### src/clint_defs.svh
// CLINT subsystem parameters
`ifndef CLINT_DEFS_SVH
`define CLINT_DEFS_SVH

// --------------------
// Bus widths
// --------------------

// Data word width
`define XLEN 32

// Full data-bus address width
`define BUS_ADDR_WIDTH 32

// --------------------
// Address split
// --------------------

// Register offset inside a region
`define CLINT_ADDR_WIDTH 4

// Region field above the offset
// REGION_WIDTH + CLINT_ADDR_WIDTH must equal BUS_ADDR_WIDTH
`define REGION_WIDTH 28

// Region code of the CLINT, base address 0x0200_0000
`define REGION_CLINT 28'h0200000

// --------------------
// Timer
// --------------------

// Clocks per mtime tick, at least 2
`define CLINT_PRESCALE 64

`endif
### src/clint_pkg.sv
// CLINT subsystem types
`include "clint_defs.svh"

package clint_pkg;

    // --------------------
    // Bus address views
    // --------------------

    // Region and offset split of one bus address
    typedef struct packed {
        // Upper bits select the peripheral
        logic [`REGION_WIDTH-1:0]     region;
        // Lower bits select the register
        logic [`CLINT_ADDR_WIDTH-1:0] offset;
    } type_dbus_addr_fields_s;

    // Raw word for the master, field view for decoder and CLINT
    typedef union packed {
        logic [`BUS_ADDR_WIDTH-1:0] word;
        type_dbus_addr_fields_s     field;
    } type_dbus_addr_u;

    // --------------------
    // CLINT register map
    // --------------------

    // Byte offsets of the 32-bit timer registers
    typedef enum logic [`CLINT_ADDR_WIDTH-1:0] {
        MTIME_LOW_R     = 4'd0,
        MTIME_HIGH_R    = 4'd4,
        MTIMECMP_LOW_R  = 4'd8,
        MTIMECMP_HIGH_R = 4'd12
    } type_clint_regs_e;

endpackage

### src/periph_subsys_top.sv
// Peripheral subsystem top
`timescale 1ns/1ps
`include "clint_defs.svh"

module periph_subsys_top (
    input  logic                       clk,
    input  logic                       rst_n,
    input  logic                       dbus_cyc_i,
    input  logic                       dbus_w_en_i,
    input  clint_pkg::type_dbus_addr_u dbus_addr_i,
    input  logic [`XLEN-1:0]           dbus_w_data_i,
    output logic                       dbus_ack_o,
    output logic [`XLEN-1:0]           dbus_r_data_o,
    output logic [`XLEN-1:0]           time_lo_o,
    output logic [`XLEN-1:0]           time_hi_o,
    output logic                       timer_irq_o
);

    // --------------------
    // Internal wiring
    // --------------------

    logic             clint_sel;
    logic             clint_ack;
    logic [`XLEN-1:0] clint_r_data;
    logic             time_tick;

    // Address decode and response merge
    dbus_periph_decoder u_decoder (
        .clk            (clk),
        .rst_n          (rst_n),
        .dbus_cyc_i     (dbus_cyc_i),
        .dbus_addr_i    (dbus_addr_i),
        .clint_sel_o    (clint_sel),
        .clint_ack_i    (clint_ack),
        .clint_r_data_i (clint_r_data),
        .dbus_ack_o     (dbus_ack_o),
        .dbus_r_data_o  (dbus_r_data_o)
    );

    // mtime clock enable
    timer_prescaler u_prescaler (
        .clk         (clk),
        .rst_n       (rst_n),
        .time_tick_o (time_tick)
    );

    // Timer registers and interrupt
    clint u_clint (
        .clk            (clk),
        .rst_n          (rst_n),
        .clint_sel_i    (clint_sel),
        .dbus_cyc_i     (dbus_cyc_i),
        .dbus_w_en_i    (dbus_w_en_i),
        .dbus_addr_i    (dbus_addr_i),
        .dbus_w_data_i  (dbus_w_data_i),
        .time_tick_i    (time_tick),
        .clint_ack_o    (clint_ack),
        .clint_r_data_o (clint_r_data),
        .time_lo_o      (time_lo_o),
        .time_hi_o      (time_hi_o),
        .timer_irq_o    (timer_irq_o)
    );

endmodule

### src/dbus_periph_decoder.sv
// Data-bus peripheral decoder
`timescale 1ns/1ps
`include "clint_defs.svh"

module dbus_periph_decoder (
    input  logic                       clk,
    input  logic                       rst_n,
    input  logic                       dbus_cyc_i,
    input  clint_pkg::type_dbus_addr_u dbus_addr_i,
    output logic                       clint_sel_o,
    input  logic                       clint_ack_i,
    input  logic [`XLEN-1:0]           clint_r_data_i,
    output logic                       dbus_ack_o,
    output logic [`XLEN-1:0]           dbus_r_data_o
);

    logic unmapped_req;
    logic unmapped_ack_q;

    // --------------------
    // Region decode
    // --------------------

    // Region view of the address union
    assign clint_sel_o  = (dbus_addr_i.field.region == `REGION_CLINT);
    assign unmapped_req = dbus_cyc_i && !clint_sel_o;

    // Unmapped responder, single pulse one clock after the request
    always_ff @(posedge clk or negedge rst_n) begin
        if (!rst_n) begin
            unmapped_ack_q <= 1'b0;
        end else begin
            unmapped_ack_q <= unmapped_req && !unmapped_ack_q;
        end
    end

    // --------------------
    // Response merge
    // --------------------

    assign dbus_ack_o = clint_ack_i || unmapped_ack_q;

    // Unmapped ack returns zero data
    assign dbus_r_data_o = clint_ack_i ? clint_r_data_i : '0;

    // Only one responder answers a request
    a_one_responder: assert property (@(posedge clk) disable iff (!rst_n)
        !(unmapped_ack_q && clint_ack_i))
        else $error("unmapped and CLINT ack high together");

endmodule

### src/clint.sv
// Core-local interruptor timer
`timescale 1ns/1ps
`include "clint_defs.svh"

module clint (
    input  logic                     clk,
    input  logic                     rst_n,
    input  logic                     clint_sel_i,
    input  logic                     dbus_cyc_i,
    input  logic                     dbus_w_en_i,
    input  clint_pkg::type_dbus_addr_u dbus_addr_i,
    input  logic [`XLEN-1:0]         dbus_w_data_i,
    input  logic                     time_tick_i,
    output logic                     clint_ack_o,
    output logic [`XLEN-1:0]         clint_r_data_o,
    output logic [`XLEN-1:0]         time_lo_o,
    output logic [`XLEN-1:0]         time_hi_o,
    output logic                     timer_irq_o
);

    import clint_pkg::*;

    type_clint_regs_e   reg_offset;
    logic               r_req;
    logic               w_req;
    logic               req_new;
    logic [`XLEN-1:0]   r_data;
    logic               mtime_lo_wr;
    logic               mtime_hi_wr;
    logic               mtimecmp_lo_wr;
    logic               mtimecmp_hi_wr;
    logic [63:0]        mtime_q;
    logic [63:0]        mtime_next;
    logic [63:0]        mtimecmp_q;
    logic [63:0]        mtimecmp_next;
    logic               cmp_ge;
    logic               irq_q;
    logic               ack_q;
    logic [`XLEN-1:0]   r_data_q;

    // --------------------
    // Request decode
    // --------------------

    // Offset view of the address union
    assign reg_offset = type_clint_regs_e'(dbus_addr_i.field.offset);
    assign r_req      = dbus_cyc_i && clint_sel_i && !dbus_w_en_i;
    assign w_req      = dbus_cyc_i && clint_sel_i && dbus_w_en_i;

    // A held request is blocked by its own ack
    assign req_new = (r_req || w_req) && !ack_q;

    // Unknown offsets read as zero
    always_comb begin
        case (reg_offset)
            MTIME_LOW_R:     r_data = mtime_q[31:0];
            MTIME_HIGH_R:    r_data = mtime_q[63:32];
            MTIMECMP_LOW_R:  r_data = mtimecmp_q[31:0];
            MTIMECMP_HIGH_R: r_data = mtimecmp_q[63:32];
            default:         r_data = '0;
        endcase
    end

    // Per-half write flags set once per request
    always_comb begin
        mtime_lo_wr    = 1'b0;
        mtime_hi_wr    = 1'b0;
        mtimecmp_lo_wr = 1'b0;
        mtimecmp_hi_wr = 1'b0;
        if (w_req && !ack_q) begin
            case (reg_offset)
                MTIME_LOW_R:     mtime_lo_wr    = 1'b1;
                MTIME_HIGH_R:    mtime_hi_wr    = 1'b1;
                MTIMECMP_LOW_R:  mtimecmp_lo_wr = 1'b1;
                MTIMECMP_HIGH_R: mtimecmp_hi_wr = 1'b1;
                default:         ;
            endcase
        end
    end

    // --------------------
    // Timer registers
    // --------------------

    // Write replaces one half and wins over the tick
    always_comb begin
        mtime_next = mtime_q;
        if (mtime_lo_wr) begin
            mtime_next[31:0] = dbus_w_data_i;
        end else if (mtime_hi_wr) begin
            mtime_next[63:32] = dbus_w_data_i;
        end else if (time_tick_i) begin
            mtime_next = mtime_q + 64'd1;
        end
    end

    always_comb begin
        mtimecmp_next = mtimecmp_q;
        if (mtimecmp_lo_wr) begin
            mtimecmp_next[31:0] = dbus_w_data_i;
        end else if (mtimecmp_hi_wr) begin
            mtimecmp_next[63:32] = dbus_w_data_i;
        end
    end

    // Interrupt while mtime has reached mtimecmp
    assign cmp_ge = (mtime_q >= mtimecmp_q);

    always_ff @(posedge clk or negedge rst_n) begin
        if (!rst_n) begin
            mtime_q    <= '0;
            mtimecmp_q <= '0;
            irq_q      <= 1'b0;
            ack_q      <= 1'b0;
        end else begin
            mtime_q    <= mtime_next;
            mtimecmp_q <= mtimecmp_next;
            irq_q      <= cmp_ge;
            ack_q      <= req_new;
        end
    end

    // Read data is zero except on a read ack
    always_ff @(posedge clk) begin
        r_data_q <= (req_new && r_req) ? r_data : '0;
    end

    // --------------------
    // Outputs
    // --------------------

    assign clint_ack_o    = ack_q;
    assign clint_r_data_o = r_data_q;
    assign time_lo_o      = mtime_q[31:0];
    assign time_hi_o      = mtime_q[63:32];
    assign timer_irq_o    = irq_q;

    // Held request served once
    a_ack_single: assert property (@(posedge clk) disable iff (!rst_n)
        clint_ack_o |=> !clint_ack_o)
        else $error("clint ack high in two consecutive cycles");

    // Without a register write the compare stays true
    a_cmp_hold: assert property (@(posedge clk) disable iff (!rst_n)
        (cmp_ge && !(mtime_lo_wr || mtime_hi_wr || mtimecmp_lo_wr || mtimecmp_hi_wr))
        |=> cmp_ge)
        else $error("mtime compare dropped without a register write");

endmodule

### src/timer_prescaler.sv
// mtime tick prescaler
`timescale 1ns/1ps
`include "clint_defs.svh"

module timer_prescaler (
    input  logic clk,
    input  logic rst_n,
    output logic time_tick_o
);

    // Counter wide enough to hold CLINT_PRESCALE-1
    localparam int CNT_W = $clog2(`CLINT_PRESCALE);

    logic [CNT_W-1:0] count_q;
    logic             tick_q;

    // --------------------
    // Down-counter
    // --------------------

    // Reload at zero, one tick per CLINT_PRESCALE clocks
    always_ff @(posedge clk or negedge rst_n) begin
        if (!rst_n) begin
            count_q <= '0;
            tick_q  <= 1'b0;
        end else begin
            tick_q <= (count_q == '0);
            if (count_q == '0) begin
                count_q <= CNT_W'(`CLINT_PRESCALE - 1);
            end else begin
                count_q <= count_q - 1'b1;
            end
        end
    end

    // Registered tick, a clock enable for mtime
    assign time_tick_o = tick_q;

    // Tick is a single-cycle pulse
    a_tick_pulse: assert property (@(posedge clk) disable iff (!rst_n)
        time_tick_o |=> !time_tick_o)
        else $error("time_tick_o high in two consecutive cycles");

endmodule

### config.mk
export PLATFORM = sky130hd
export DESIGN_NAME = periph_subsys_top
export DESIGN_NICKNAME = d
export VERILOG_FILES = /design/src/clint_pkg.sv /design/src/periph_subsys_top.sv /design/src/dbus_periph_decoder.sv /design/src/clint.sv /design/src/timer_prescaler.sv
export VERILOG_INCLUDE_DIRS = /design/src
export SDC_FILE = /design/constraint.sdc
export NUM_CORES = 1
export LEC_CHECK = 0
export BUFFER_PORTS_ARGS = -buffer_cell sky130_fd_sc_hd__clkbuf_2
export CORE_MARGIN = 4
export CORE_UTILIZATION = 62
export DETAILED_ROUTE_END_ITERATION = 16
export PLACE_DENSITY = 0.86
export SETUP_SLACK_MARGIN = 0.02
export SLEW_MARGIN = 20
export SYNTH_ARGS = -nofsm -noshare
export SYNTH_HDL_FRONTEND = slang
export SYNTH_SLANG_ARGS = --single-unit
### constraint.sdc
create_clock -name clk -period 4.7 [get_ports clk]
set_clock_uncertainty 0.05 [all_clocks]
set_input_delay 0.705 -clock clk [delete_from_list [all_inputs] [get_ports clk]]
set_output_delay 0.705 -clock clk [all_outputs]
set_load 0.03 [all_outputs]
==> reports/metrics.csv <==
stage;metric;value;unit
run_status;outcome;completed;
detailed_routing;first_pass_iters;6;
logic_synthesis;yosysWarnings;0;
logic_synthesis;yosysTopAreaCell;dfrtp_1;
placement;place.gp.congestion;0.972;
power;leakagePower;5.11;nW
logic_synthesis;async_flop_share;0.812;
cts;postCtsSetupBuffers;0;
global_routing;grt_start_max_net_pins;107;
logic_synthesis;synth_edf_count;0;
cts;h-tree-depth;4;
setup_path;critPathCaptureType;flop;
layout;num_antenna_cells;0;
global_routing;top_usage_layer;met2;
power;ir_worst_vdd;0.251;mV
logic_synthesis;synth-seq-area-share;0.401;
cts;clk_latency;0.44;ns
logic_synthesis;synth-xor-area-share;0.0283;
placement;io_buffers;165;
logic_synthesis;ys_ff_latch;170;
power;total_power;3.04;mW
cts;clock_sinks;170;
layout;seq_area;4090;um2
sta;fin_setup_tns;0;ns
logic_synthesis;synth_fp_nets;1240;
worst_hold_path;hp-class;input port to asynchronous set/reset pin;
floorplanning;rows;46;
logic_synthesis;synth-compound-area-share;0.178;
layout;drive_above_1_share;0.231;
sta;worstMarginPinSlew;1.06;ns
detailed_routing;via_per_inst;6.70;
global_routing;grt_pass1_vias;9454;
global_routing;grt_use_met3;0.0777;
setup_path;critPathLaunchType;flop;
sta;hold_violations;0;
sta;finalMaxSlewViolations;0;
placement;dp_hpwl;21800;um
floorplanning;dieArea;18600;um2
layout;utilization;0.744;
detailed_routing;drt_drc_violations_left;0;
logic_synthesis;netlist_area;10200;um2
setup_path;crit_required;4.96;ns
setup_path;crit_slowest_cell;nor4_1;
setup_path;cp.arrival;3.53;ns
floorplanning;fp.dieW;136;um
cts;hold_buffers;0;
detailed_routing;drtIter0Drc;1451;
global_routing;antenna_found_initial;0;
logic_synthesis;synth_commonest_cells;dfrtp_1 (138), a21oi_1 (88), inv_1 (77), nand2_1 (72), ha_1 (67);
setup_path;critical_path.max_fanout;9;
global_routing;use_met1;0.454;
global_routing;grt_usage;0.347;
setup_path;path_class;flop to flop;
detailed_routing;route.detailed.wl_per_inst;21.6;um
sta;max_freq;0.306;GHz
sta;fin_crit;3.26;ns
cts;clkTransAtPathRegs;0.07;ns
layout;syn2layout_area_growth;16.7;%
layout;multiInputGateArea;5620;um2
logic_synthesis;synthSimpleGateAreaFrac;0.188;
cts;ctsResizeCount;0;
layout;fin_area;11900;um2
sta;max_slew_margin;0.289;
sta;rsz0062_at_grt;false;
layout;fin_nets;1384;
global_routing;use_met2;0.564;
logic_synthesis;synth_top_flop_cell;dfrtp_1;
logic_synthesis;muxShareOfSynthArea;0.0714;
logic_synthesis;synth_top_family_by_area;simple AND/OR/NAND/NOR gates;
detailed_routing;via_count;9899;
logic_synthesis;synth_top_area_frac;0.339;
floorplanning;initial_core_util;0.637;
logic_synthesis;synth.most_common_cell;dfrtp_1;
logic_synthesis;synthAdderAreaFrac;0.0822;
detailed_routing;wirelength;31900;um
logic_synthesis;synth_area_leaders;dfrtp_1 (34%), ha_1 (8.2%), mux2_2 (6.8%);
sta;post-route-period-util;0.695;
setup_path;path_cells;nand4_1, nor4_1, nand4_1, or3_1, and3_1, or3_1;
floorplanning;core;16000;um2
logic_synthesis;ys_types;61;
power;power.density;255;nW/um2
global_routing;grt_pass1_wl;50600;um
cts;cts_max_path_buffers;2;
layout;fillers;1138;
job;cap_violations;0;
floorplanning;io_pins;166;
cts;cts_buffers;17;
logic_synthesis;syn_inst;1105;
cts;root_buffer;clkbuf_16;
global_routing;grt-ovfl-total;0;
logic_synthesis;syn_avg_cell_area;9.23;um2
placement;place_ws;1.31;ns
cts;cts_tree;done;
setup_path;slowest_delay;0.68;ns
placement;placedInstanceArea;11300;um2
sta;fin_ws;1.44;ns
sta;finalSetupViolCount;0;
detailed_routing;postRouteAntennaNets;0;
floorplanning;fp.dieH;136;um
-- flip-flops by register name, indices dropped and copies added, names as in the netlist --
name / flops
u_clint.mtimecmp_q: 64
u_clint.clint_ack_o: 1
u_clint.clint_r_data_o: 32
u_clint.mtime_q: 64
u_prescaler.count_q: 6
u_clint.timer_irq_o: 1
u_prescaler.time_tick_o: 1
u_decoder.unmapped_ack_q: 1
-- worst paths after layout --
path	cells past startpoint	slack (ns)	end	start
setup reg to reg	6	1.44	u_clint.mtime_q[55]	u_clint.mtime_q[5]
hold / removal	1	0.13	u_clint.mtime_q[12]	rst_n
setup / recovery	6	1.44	u_clint.mtime_q[55]	u_clint.mtime_q[5]
hold reg to reg	1	0.45	u_prescaler.count_q[0]	u_prescaler.count_q[0]
max in group asynchronous	2	3.66	u_clint.mtimecmp_q[52]	rst_n
min in group clk	3	0.44	u_decoder.unmapped_ack_q	dbus_cyc_i
-- where the power goes --
group | switching [mW] | total (mW) | internal (mW)
registers | 0.000316 | 1.46 | 1.46
clock network | 0.595 | 1.47 | 0.879
logic | 0.0710 | 0.102 | 0.0308
total | 0.666 | 3.04 | 2.37
-- kinds of logic (layout without fill, tap and decap cells) --
group                    Yosys count  in the layout
AND/OR/NAND/NOR                  346            346
XOR/XNOR                          33             33
multiplexers                      65             65
adder cells (fa/ha/maj)           67             67
buffers and inverters            137            294
flip-flops                       170            170
AO/OA/AOI/OAI                    287            287
-- worst max-delay path, delay by kind of cell (launching register included) --
family / cells / cell delay [ns]
and+or+nand+nor: 6 / 2.54
DFF: 1 / 0.54
-- cells in the final DEF, fill, tap and decap left out, types with 4 or more instances in the layout --
cell type,instances
o21ai_0,61
a31oi_1,5
clkbuf_16,17
or4_1,4
o211ai_1,5
and3_1,18
xor2_1,4
a21oi_1,88
a2bb2oi_1,10
a211oi_1,4
nand4_1,38
nor4_1,28
clkbuf_2,164
a21o_1,6
nor3_1,27
o22ai_1,10
dfxtp_1,32
or3_1,6
dfrtp_1,138
buf_4,18
xnor2_1,29
ha_1,67
o22a_1,4
inv_1,77
nor2_1,29
nand2_1,72
o32ai_1,5
and2_1,39
and4_1,16
a22oi_1,66
o21a_1,4
mux2_2,62
nand3_1,45
-- layout make-up --
class | instances | share of cell area
well taps | 216 | 0.0227
clock buffers | 22 | 0.0399
inverters | 77 | 0.0243
clock inverters | 10 | 0.0118
repair buffers | 185 | 0.0853
flip-flops and latches | 170 | 0.344
multi-input cells | 798 | 0.472
-- stage by stage --
| stage | instances | hold slack, ns |
|---|---|---|
| finish | 1478 | 0.125 |
| floorplan | 1105 | 0.359 |
| global route | 1478 | 0.149 |
| detailed placement | 1445 | 0.439 |
| CTS | 1477 | 0.420 |
| global placement | 1445 | 0.425 |
-- routing by layer --
layer | wire, um | up-vias
met1 | 12300 | 4731
met4 | 1040 | 0
met5 | 0 | -
met3 | 3260 | 107
met2 | 15200 | 686
li1 | - | 4375
Note: power is estimated with default switching activity, not from simulation.
